## src/rtl/sync_fifo.sv

```systemverilog
// two entry synchronous queue
`timescale 1ns/1ps
`default_nettype none

module sync_fifo #(
    parameter type item_t = logic
) (
    input  wire        clk,
    input  wire        arst_n_i,
    // write side
    input  wire        valid_i,
    output logic       ready_o,
    input  wire item_t data_i,
    // read side
    output logic       valid_o,
    input  wire        ready_i,
    output item_t      data_o
);

    item_t      mem_q [2];   // storage, no reset
    logic       wr_ptr_q;    // next slot to fill
    logic       rd_ptr_q;    // oldest entry
    logic [1:0] count_q;     // 0..2
    logic       push;
    logic       pop;

    assign ready_o = (count_q != 2'd2);   // full when both used
    assign valid_o = (count_q != 2'd0);
    assign data_o  = mem_q[rd_ptr_q];     // head shows the cycle after push

    assign push = valid_i & ready_o;
    assign pop  = valid_o & ready_i;

    // pointers and fill level
    always_ff @(posedge clk or negedge arst_n_i) begin
        if (!arst_n_i) begin
            wr_ptr_q <= 1'b0;
            rd_ptr_q <= 1'b0;
            count_q  <= 2'd0;
        end else begin
            if (push) wr_ptr_q <= ~wr_ptr_q;   // wraps at 2
            if (pop)  rd_ptr_q <= ~rd_ptr_q;
            count_q <= count_q + 2'(push) - 2'(pop);   // both at once keeps level
        end
    end

    always_ff @(posedge clk) begin
        if (push) mem_q[wr_ptr_q] <= data_i;
    end

endmodule

`default_nettype wire

```

## config.mk

```make
export PLATFORM = sky130hd
export DESIGN_NAME = sync_fifo
export DESIGN_NICKNAME = d
export VERILOG_FILES = /design/src/rtl/sync_fifo.sv
export SDC_FILE = /design/constraint.sdc
export NUM_CORES = 1
export LEC_CHECK = 0
export ABC_AREA = 1
export BUFFER_PORTS_ARGS = -buffer_cell sky130_fd_sc_hd__buf_4
export CORE_AREA = 3 3 40 42
export CTS_BUF_LIST = sky130_fd_sc_hd__clkbuf_4 sky130_fd_sc_hd__clkbuf_8
export DETAILED_ROUTE_END_ITERATION = 10
export DIE_AREA = 0 0 43 45
export GPL_ROUTABILITY_DRIVEN = 0
export SLEW_MARGIN = 20
export SYNTH_ARGS = -nofsm -noshare
export SYNTH_HDL_FRONTEND = slang
export SYNTH_SLANG_ARGS = --single-unit
```

## constraint.sdc

```tcl
create_clock -name clk -period 1.6 [get_ports clk]
set_input_delay 0.24 -clock clk [delete_from_list [all_inputs] [get_ports clk]]
set_output_delay 0.24 -clock clk [all_outputs]
set_load 0.01 [all_outputs]
```

==> results.toml <==
[clock_network]
ctsHoldBuffers = 1
insertion_delay_ns = 0.25
clkSinkCount = 6
clk_path_buf_depth = 2
cts_tree = "built"
cts_resized = 0
clk_pin_slew_ns = 0.05
clock-root-buffer = "clkbuf_4"
htree_num_levels = 1
cts_buffers = 3
postCtsSetupBuffers = 0

[worst_setup_path]
crit_required_ns = 1.74
r2r_slack_ns = 0.23
r2r_end = "count_q[1]$_DFF_PN0_"
critPathKind = "reg -> reg"
worstPathMaxFanout = 3
end_kind = "flop"
reg2reg_depth = 10
worst_setup_path_start_kind = "flop"
worstPathArrival_ns = 1.51
r2r_start = "count_q[0]$_DFF_PN0_"

[logic_synthesis]
synth_top_area_cell = "dfrtp_1"
ys_seq_area_share_pct = 50.8
syn_nets = 44
synth_top_area_share_pct = 31.7
syn_area_um2 = 315
yosysWarningCount = 0
synth_cell_type_count = 10
synth_area_leaders = "dfrtp_1, edfxtp_1, nand2_1, inv_1, ha_1"
syn_inst = 37
yosys_register_bits = 6
avgSynthCellArea_um2 = 8.52

[timing]
holdWs_ns = 0.168
finalMaxSlewViolations = 0
grt_setup_unrepaired = "false"
hold_violations = 0
finalCritPeriodShare_pct = 85.8
max_slew_margin_pct = 90.8
tightest_slew_ns = 0.137
fmax_ghz = 0.729
skew_ns = 0.00579
setup_viol = 0
timing.final.crit_period_ns = 1.37
setup_tns_ns = 0

[route]
wl_um = 482
vias = 237
ant_nets = 0
drc = 0
drt-initial-drc-count = 1
via_per_inst = 3.70
dr.pass1.iters = 2
wl_per_cell_um = 7.53

[finish]
fin_nets = 57
area_growth_pct = 35.3
final_area_um2 = 427
utilization_pct = 33.2
drive_above_1_share_pct = 34.7
antenna_cells = 0

[floorplanning]
fp.dieH_um = 45
io-pin-count = 8
die_w_um = 43
initial_core_util_pct = 24.5
core.rowCount = 13
core-area_mm2 = 0.00128
dieArea_mm2 = 0.00194

[global_route]
grt_use_total_pct = 6.72
grt.met2_usage_pct = 8.08
grt_pass1_vias = 216
use_met3_pct = 3.59
grtUsageMet1_pct = 6.42
overflow = 0
antenna_found_initial = 0
grt_max_degree = 5
busiest_layer = "met4"
grt_pass1_wl_um = 793

[power_and_ir_drop]
p_leak_nw = 0.241
finalPower_w = 0.000779
power_per_cell_area_mw_per_mm2 = 1830
peakVddDrop_mv = 0.611

[placement]
post_dp_cell_area_um2 = 387
numPortBuffers = 7
dp_hpwl_um = 376

[hold_path]
hp-start = "data_i"
hold_end = "mem_q[1]$_DFFE_PP_"
hold_path.class = "in -> reg"
hold_path_depth = 1

[outcome]
run_status = "finished clean"

[flow_run]
drv_cap = 0
[state kept, by name, indices dropped and copies added (netlist names)]
register and flops:
wr_ptr_q 1, count_q 2, mem_q 2, rd_ptr_q 1
[Yosys cell counts]
library cell,count
inv_1,8
nand3_1,3
ha_1,2
inv_2,1
nand2_4,1
dfrtp_1,4
nand2_2,4
nor2_1,1
nand2_1,11
edfxtp_1,2
[stage by stage]
stage | setup slack [ns] | cells
floorplan | 0.264 | 37
global placement | 0.234 | 59
global route | 0.110 | 64
detailed placement | 0.228 | 59
finish | 0.228 | 64
CTS | 0.217 | 64
[placed cells by master, fill, tap and decap left out, drive strengths merged]
| master | Yosys | layout |
|---|---|---|
| nand2 | 16 | 16 |
| nor2 | 1 | 1 |
| inv | 9 | 9 |
| dfrtp | 4 | 4 |
| clkbuf | 0 | 4 |
| buf | 0 | 7 |
| dlygate4sd3 | 0 | 1 |
| edfxtp | 2 | 2 |
| ha | 2 | 2 |
| nand3 | 3 | 3 |
[worst max-delay path, stage by stage (launching register included)]
cell     delay, ns
dfrtp_1       0.37
inv_1         0.10
nand2_2       0.08
nand2_2       0.06
inv_1         0.04
ha_1          0.28
inv_1         0.06
ha_1          0.15
inv_1         0.04
nand2_1       0.05
nand2_1       0.04
[cells by family after synthesis]
logic type	share of synthesized area, %
simple gates	30.6
buf+inv	10.7
flops	50.8
fa+ha+maj	7.94
[where the power goes]
| part | leakage (nW) | internal (W) | switching [W] |
|---|---|---|---|
| clock | 0.0184 | 0.000112 | 0.0000658 |
| sequential | 0.0665 | 0.000227 | 0.0000387 |
| combinational | 0.156 | 0.000147 | 0.000188 |
[per-layer routing]
metal	vias to the layer above	share of wire [%]	routed length (um)
li1	133	-	-
met1	90	46	220
met2	8	38	184
met3	6	8.5	41
met4	0	7.5	36
met5	-	0	0
[layout make-up]
class | count | area (um^2)
fill | 134 | 858
inverter | 9 | 33.8
multi-input combinational | 22 | 121
timing repair buffer | 8 | 62.6
tap | 15 | 18.8
clock buffer | 4 | 30.0
sequential | 6 | 160
[worst max path at each step]
stage,cells after the start,slack [ns],endpoint,from
finish,10,0.23,count_q[1]$_DFF_PN0_,count_q[0]$_DFF_PN0_
global route,10,0.11,count_q[1]$_DFF_PN0_,count_q[0]$_DFF_PN0_
CTS,10,0.22,count_q[1]$_DFF_PN0_,count_q[0]$_DFF_PN0_
detailed placement,10,0.23,count_q[1]$_DFF_PN0_,count_q[0]$_DFF_PN0_
global placement,10,0.23,count_q[1]$_DFF_PN0_,count_q[0]$_DFF_PN0_
floorplan,10,0.26,count_q[1]$_DFF_PN0_,count_q[0]$_DFF_PN0_
(Power assumes the default switching activity.)
