File: config.mk
export PLATFORM = sky130hd
export DESIGN_NAME = axi_rw_master
export DESIGN_NICKNAME = d
export VERILOG_FILES = /design/src/rtl/soc_mem_pkg.sv /design/src/rtl/axi_pkg.sv /design/src/rtl/axi_rw_master.sv
export SDC_FILE = /design/constraint.sdc
export NUM_CORES = 1
export LEC_CHECK = 0
export ABC_AREA = 1
export BUFFER_PORTS_ARGS = -buffer_cell sky130_fd_sc_hd__buf_2
export CORE_AREA = 2 2 232 234
export CTS_CLUSTER_SIZE = 20
export DETAILED_ROUTE_END_ITERATION = 7
export DIE_AREA = 0 0 234 236
export SLEW_MARGIN = 30
export SYNTH_ARGS = -nofsm -noshare
export SYNTH_HDL_FRONTEND = slang
export SYNTH_SLANG_ARGS = --single-unit
File: constraint.sdc
create_clock -name clk -period 13.65 [get_ports clk]
set_clock_uncertainty 0.2 [all_clocks]
set_input_delay 0.6825 -clock clk [delete_from_list [all_inputs] [get_ports clk]]
set_output_delay 0.6825 -clock clk [all_outputs]
set_load 0.1 [all_outputs]
File: src/rtl/soc_mem_pkg.sv
// memory subsystem common types
`default_nettype none

package soc_mem_pkg;

    localparam int ADDR_W     = 32;           // byte address
    localparam int DATA_W     = 64;           // one beat
    localparam int STRB_W     = DATA_W / 8;   // one strobe bit per byte
    localparam int LINE_BEATS = 4;            // cache line = 4 beats, 32 bytes

    // on-chip memory window
    localparam logic [ADDR_W-1:0] MEM_BASE = 32'h8000_0000;
    localparam int MEM_WORDS = 256;           // 2 KiB of 64-bit words

    typedef logic [ADDR_W-1:0] addr_t;
    typedef logic [DATA_W-1:0] word_t;
    typedef logic [STRB_W-1:0] strb_t;
    typedef logic [LINE_BEATS*DATA_W-1:0] line_t;   // beat 0 in low word

    // request kinds from the core
    typedef enum logic [1:0] {
        RD_WORD = 2'd0,   // single word read
        RD_LINE = 2'd1,   // four beat refill
        WR_WORD = 2'd2    // masked single word write
    } req_kind_e;

    // request queue entry
    typedef struct packed {
        req_kind_e kind;
        addr_t     addr;
        word_t     wdata;
        strb_t     wmask;
    } mem_req_t;

    // response queue entry, single read data sits in word 0
    typedef struct packed {
        req_kind_e kind;
        logic      err;    // any non-okay resp in the transaction
        line_t     line;
    } mem_rsp_t;

endpackage

`default_nettype wire

File: src/rtl/axi_pkg.sv
// axi4 encodings
`default_nettype none

package axi_pkg;

    typedef logic [1:0] resp_t;

    // burst type, only incr is issued
    localparam logic [1:0] BURST_INCR = 2'b01;

    // 8 byte beats
    localparam logic [2:0] SIZE_8B = 3'b011;

    // refill burst, len is beats minus one
    localparam logic [7:0] LINE_LEN = 8'(soc_mem_pkg::LINE_BEATS - 1);

    // response codes
    localparam resp_t RESP_OKAY   = 2'b00;
    localparam resp_t RESP_SLVERR = 2'b10;   // slave saw a bad access
    localparam resp_t RESP_DECERR = 2'b11;   // nothing at that address

endpackage

`default_nettype wire

File: src/rtl/axi_rw_master.sv
// axi4 read/write master
`timescale 1ns/1ps
`default_nettype none

module axi_rw_master (
    input  wire                      clk,
    input  wire                      arst_n_i,
    // request queue side
    input  wire                      req_valid_i,
    output logic                     req_ready_o,
    input  wire soc_mem_pkg::mem_req_t req_i,
    // response queue side
    output logic                     rsp_valid_o,
    input  wire                      rsp_ready_i,
    output soc_mem_pkg::mem_rsp_t    rsp_o,
    // aw / w / b
    output logic                     aw_valid_o,
    input  wire                      aw_ready_i,
    output soc_mem_pkg::addr_t       aw_addr_o,
    output logic                     w_valid_o,
    input  wire                      w_ready_i,
    output soc_mem_pkg::word_t       w_data_o,
    output soc_mem_pkg::strb_t       w_strb_o,
    output logic                     w_last_o,
    input  wire                      b_valid_i,
    output logic                     b_ready_o,
    input  wire axi_pkg::resp_t      b_resp_i,
    // ar / r
    output logic                     ar_valid_o,
    input  wire                      ar_ready_i,
    output soc_mem_pkg::addr_t       ar_addr_o,
    output logic [7:0]               ar_len_o,
    output logic [2:0]               ar_size_o,
    output logic [1:0]               ar_burst_o,
    input  wire                      r_valid_i,
    output logic                     r_ready_o,
    input  wire soc_mem_pkg::word_t  r_data_i,
    input  wire axi_pkg::resp_t      r_resp_i,
    input  wire                      r_last_i
);

    typedef enum logic [2:0] {
        ST_IDLE, ST_RD_ADDR, ST_RD_DATA, ST_WR, ST_WR_RESP, ST_PUSH
    } state_e;

    state_e                 state_q;
    soc_mem_pkg::req_kind_e kind_q;
    soc_mem_pkg::addr_t     addr_q;    // already line aligned for refills
    soc_mem_pkg::word_t     wdata_q;
    soc_mem_pkg::strb_t     wmask_q;
    soc_mem_pkg::line_t     line_q;    // beats gathered here
    logic                   err_q;
    logic [1:0]             beat_q;    // beat position in the line
    logic                   aw_pend_q; // aw not yet taken
    logic                   w_pend_q;  // w not yet taken
    logic                   req_fire;
    logic                   r_fire;

    // idle and room in the response queue, back-pressure path
    assign req_ready_o = (state_q == ST_IDLE) & rsp_ready_i;
    assign req_fire    = req_valid_i & req_ready_o;
    assign r_fire      = r_valid_i & r_ready_o;

    assign ar_valid_o = (state_q == ST_RD_ADDR);
    assign ar_addr_o  = addr_q;
    assign ar_len_o   = (kind_q == soc_mem_pkg::RD_LINE) ? axi_pkg::LINE_LEN : 8'd0;
    assign ar_size_o  = axi_pkg::SIZE_8B;
    assign ar_burst_o = axi_pkg::BURST_INCR;
    assign r_ready_o  = (state_q == ST_RD_DATA);

    assign aw_valid_o = aw_pend_q;
    assign aw_addr_o  = addr_q;
    assign w_valid_o  = w_pend_q;
    assign w_data_o   = wdata_q;
    assign w_strb_o   = wmask_q;
    assign w_last_o   = 1'b1;   // single beat writes
    assign b_ready_o  = (state_q == ST_WR_RESP);

    assign rsp_valid_o = (state_q == ST_PUSH);
    assign rsp_o       = '{kind: kind_q, err: err_q, line: line_q};

    // control
    always_ff @(posedge clk or negedge arst_n_i) begin
        if (!arst_n_i) begin
            state_q   <= ST_IDLE;
            err_q     <= 1'b0;
            beat_q    <= 2'd0;
            aw_pend_q <= 1'b0;
            w_pend_q  <= 1'b0;
        end else begin
            unique case (state_q)
                ST_IDLE: begin
                    if (req_fire) begin
                        err_q  <= 1'b0;
                        beat_q <= 2'd0;
                        if (req_i.kind == soc_mem_pkg::WR_WORD) begin
                            state_q   <= ST_WR;   // aw and w together
                            aw_pend_q <= 1'b1;
                            w_pend_q  <= 1'b1;
                        end else begin
                            state_q <= ST_RD_ADDR;
                        end
                    end
                end
                ST_RD_ADDR: if (ar_ready_i) state_q <= ST_RD_DATA;
                ST_RD_DATA: begin
                    if (r_fire) begin
                        err_q  <= err_q | (r_resp_i != axi_pkg::RESP_OKAY);
                        beat_q <= beat_q + 2'd1;
                        if (r_last_i) state_q <= ST_PUSH;
                    end
                end
                ST_WR: begin
                    if (aw_ready_i) aw_pend_q <= 1'b0;   // each drops on its own
                    if (w_ready_i) w_pend_q <= 1'b0;
                    if ((!aw_pend_q || aw_ready_i) && (!w_pend_q || w_ready_i)) begin
                        state_q <= ST_WR_RESP;
                    end
                end
                ST_WR_RESP: begin
                    if (b_valid_i) begin
                        err_q   <= err_q | (b_resp_i != axi_pkg::RESP_OKAY);
                        state_q <= ST_PUSH;
                    end
                end
                ST_PUSH: if (rsp_ready_i) state_q <= ST_IDLE;   // room reserved at accept
                default: state_q <= ST_IDLE;
            endcase
        end
    end

    // payload, captured at accept and filled by r beats
    always_ff @(posedge clk) begin
        if (req_fire) begin
            kind_q  <= req_i.kind;
            wdata_q <= req_i.wdata;
            wmask_q <= req_i.wmask;
            line_q  <= '0;   // unused words read back as zero
            if (req_i.kind == soc_mem_pkg::RD_LINE) begin
                // align down to the 32 byte line
                addr_q <= req_i.addr
                        & ~soc_mem_pkg::addr_t'(soc_mem_pkg::LINE_BEATS * soc_mem_pkg::STRB_W - 1);
            end else begin
                addr_q <= req_i.addr;
            end
        end else if (r_fire) begin
            line_q[beat_q*soc_mem_pkg::DATA_W +: soc_mem_pkg::DATA_W] <= r_data_i;
        end
    end

endmodule

`default_nettype wire

==> summary.txt <==
GR Overflow Total: 0
Vias in the first global route: 13,200
Drt initial violations: 903
Maximum fanout along the worst path: 108
Max-slew violation count: 0
Critical Path Start Type: flip-flop
Final worst setup slack: 10.24 ns
Pwr/cell area: 280 mW/mm2
Reg2Reg Depth: 6
Crit path launch: state_q[1]
Chip Width: 234 um
Largest net degree at the start of global routing: 109
Clk_lat worst skew: 0.57 ns
Post-Place Setup Slack: 9.94 ns
Post-synth EDFFs: 106
H-tree Lvls: 2
TritonCTS Sinks: 370
Total CTS buffers: 44
Layout Nets: 2,454
Initial Util: 27.7%
Peak VDD IR: 167 uV
Worst Path Arrival: 3.41 ns
Drt first pass iters: 5
Post-cts repair resize count: 0
Num rows: 85
P_leak: 9.10 nW
Sequential-to-total area share from yosys stat: 57.9%
Worst slew pin tran: 0.997 ns
Setup Viol. Count Final: 0
Final WL: 62,600 um
Setup tns final: 0 ns
Fin crit period: 3.41 ns
Ys Warns: 0
Share of post-route cells with drive strength above 1: 29.8%
Status: completed
CTS tree: yes
Cell variety after synth: 29
Die area: 0.0552 mm2
Total number of vias: 14,100
Via/cell ratio: 4.72
GRT Util Overall: 21.5%
End-of-flow core utilization: 36.4%
Worst Setup EP: ar_addr_o[27]
DR DRC count: 0
Longest Clk Path Bufs: 3
Max Cap Viol: 0
Final cycle utilization of the critical path: 25.0%
Reg2reg start: state_q[1]
Worst reg-to-reg setup slack: 10.24 ns
Avg WL per Cell: 20.9 um
Number of synthesized register bits: 370
Area occupied by multi-input gates: 0.00497 mm2
Min-Delay Path Class: in -> reg
Relative slew slack: 33.5%
Initial antenna violation count: 5
WS Path Type: reg -> reg
CP required: 13.65 ns
Post-CTS Repair Setup Buffers: 0
FF/Latch Area: 0.00851 mm2
Post-DP HPWL: 42,200 um
Routed Antenna Nets: 0
Synth Area per Inst: 8.29 um2
Root buffer cell: clkbuf_16
Synth Flop Type: dfxtp_1
First-pass GRT wire length: 88,400 um
Endpoints failing hold: 0
Final Wtd Congestion: 0.914
Asr flop ratio synth: 2.16%
R2r endpoint: ar_addr_o[27]
Core Box Area: 0.0531 mm2
Synth Cell Area: 0.0147 mm2
Reg clk slew, reported paths: 0.06 ns
Placed cells: 2,913
RSZ-0062 raised after global routing: no
Area growth, synth to finish: 31.4%
Power consumption: 5.40 mW
Fill cell count: 5,552
Io pins: 600
I/O Buffers: 587
Post-Syn Instances: 1,772
CP endpoint kind: flip-flop
Post-Layout Cell Count: 2,996
Fmax: 293 MHz
Die Span Y: 236 um
Hold buffer count at CTS: 1
-- through the flow --
step,instance area [um2],hold slack [ns]
2_1_floorplan,14700,0.187
3_3_place_gp,17700,0.246
3_5_place_dp,17800,0.250
4_1_cts,19300,0.0331
5_1_grt,19300,0.0429
6_report,19300,0.0825
-- where the power goes --
| part | leakage [nW] | internal [mW] | total, mW | switching (mW) |
|---|---|---|---|---|
| Clock | 0.736 | 0.741 | 1.23 | 0.485 |
| Sequential | 3.13 | 1.36 | 1.48 | 0.118 |
| Combinational | 5.23 | 0.349 | 2.70 | 2.35 |
-- cells by family (layout without fill, tap and decap cells) --
group | after synthesis | after routing | share of synthesized area, %
fa+ha+maj | 5 | 5 | 0.426
other cells | 2 | 13 | 0.0511
flops | 370 | 370 | 57.9
simple gates | 846 | 846 | 23.1
buf+inv | 261 | 778 | 8.71
compound gates | 288 | 288 | 9.82
-- critical path: stages, from the launching register on --
cell and delay, ns:
dfrtp_1 0.45, nor2_1 0.36, nand4_1 0.13, buf_4 0.30
buf_12 0.25, inv_8 0.56, buf_6 0.60
-- worst min-delay path by stage --
| stage | startpoint | endpoint | slack, ns | cells past startpoint |
|---|---|---|---|---|
| 4_1_cts | req_i[33] | w_data_o[25] | 0.03 | 1 |
| 3_5_place_dp | line_q[30] | line_q[30] | 0.25 | 2 |
| 2_1_floorplan | arst_n_i | aw_valid_o | 0.19 | 0 |
| 6_report | req_i[44] | w_data_o[36] | 0.08 | 1 |
| 5_1_grt | req_i[33] | w_data_o[25] | 0.04 | 1 |
| 3_3_place_gp | line_q[76] | line_q[76] | 0.25 | 2 |
-- synthesized netlist by cell type, types with 2 or more instances --
cell type | count | area, um2
nand2_1 | 358 | 1340
edfxtp_1 | 106 | 3180
buf_6 | 6 | 67.6
inv_2 | 4 | 15.0
nand2_4 | 5 | 56.3
clkbuf_2 | 4 | 20.0
conb_1 | 2 | 7.51
ha_1 | 5 | 62.6
clkbuf_1 | 46 | 173
inv_1 | 92 | 345
buf_4 | 48 | 360
a21oi_1 | 195 | 976
o21ai_0 | 84 | 420
buf_1 | 6 | 22.5
dfxtp_1 | 256 | 5120
clkinv_1 | 2 | 7.51
nand3b_1 | 2 | 15.0
dfrtp_1 | 8 | 200
nor2_4 | 4 | 45.0
buf_2 | 52 | 260
nand3_1 | 77 | 385
nor3_1 | 27 | 135
o21ai_1 | 8 | 40.0
nor2_1 | 370 | 1390
-- cell type report --
cell class	count	share of cell area, %
clock buffer	65	6.80
timing repair buffer	599	15.9
sequential	370	44.1
multi-input combinational	1151	25.7
antenna	1	0.0130
tap	696	4.51
clock inverter	15	0.998
inverter	99	2.02
-- layout by cell type, fill, tap and decap left out, types with 2 or more instances in the layout --
cell / netlist / layout
ha_1: 5 / 4
nor2_4: 4 / 4
nand2_1: 358 / 357
o21ai_1: 8 / 8
edfxtp_1: 106 / 106
dfrtp_1: 8 / 7
nor2_1: 370 / 370
a21oi_1: 195 / 195
nand2_2: 1 / 2
nand3b_1: 2 / 2
nand2_4: 5 / 5
nor3_1: 27 / 27
buf_4: 48 / 7
clkinv_2: 0 / 4
conb_1: 2 / 12
inv_2: 4 / 3
dfxtp_1: 256 / 256
o21ai_0: 84 / 84
clkbuf_1: 46 / 10
inv_6: 1 / 3
buf_6: 6 / 2
buf_2: 52 / 587
clkbuf_16: 0 / 46
inv_1: 92 / 92
clkbuf_8: 0 / 9
bufinv_16: 0 / 4
buf_12: 0 / 2
clkinv_1: 2 / 4
nand3_1: 77 / 76
-- state kept, by name, indices dropped and copies added (netlist names), 2 cells and up --
name / count
line_q: 256
w_strb_o: 8
w_data_o: 64
beat_q: 2
ar_addr_o: 32
state_q: 3
kind_q: 2
-- routing by layer --
layer	share of wire [%]	up-vias	wire length, um	global-route usage (%)
met5	0.021	-	13	0
met4	4.0	2	2480	8.69
met3	8.2	118	5130	5.00
met2	47	659	29700	35.9
met1	40	6736	25300	26.4
li1	-	6613	-	-
No activity file was read; power rests on OpenSTA's default activity.
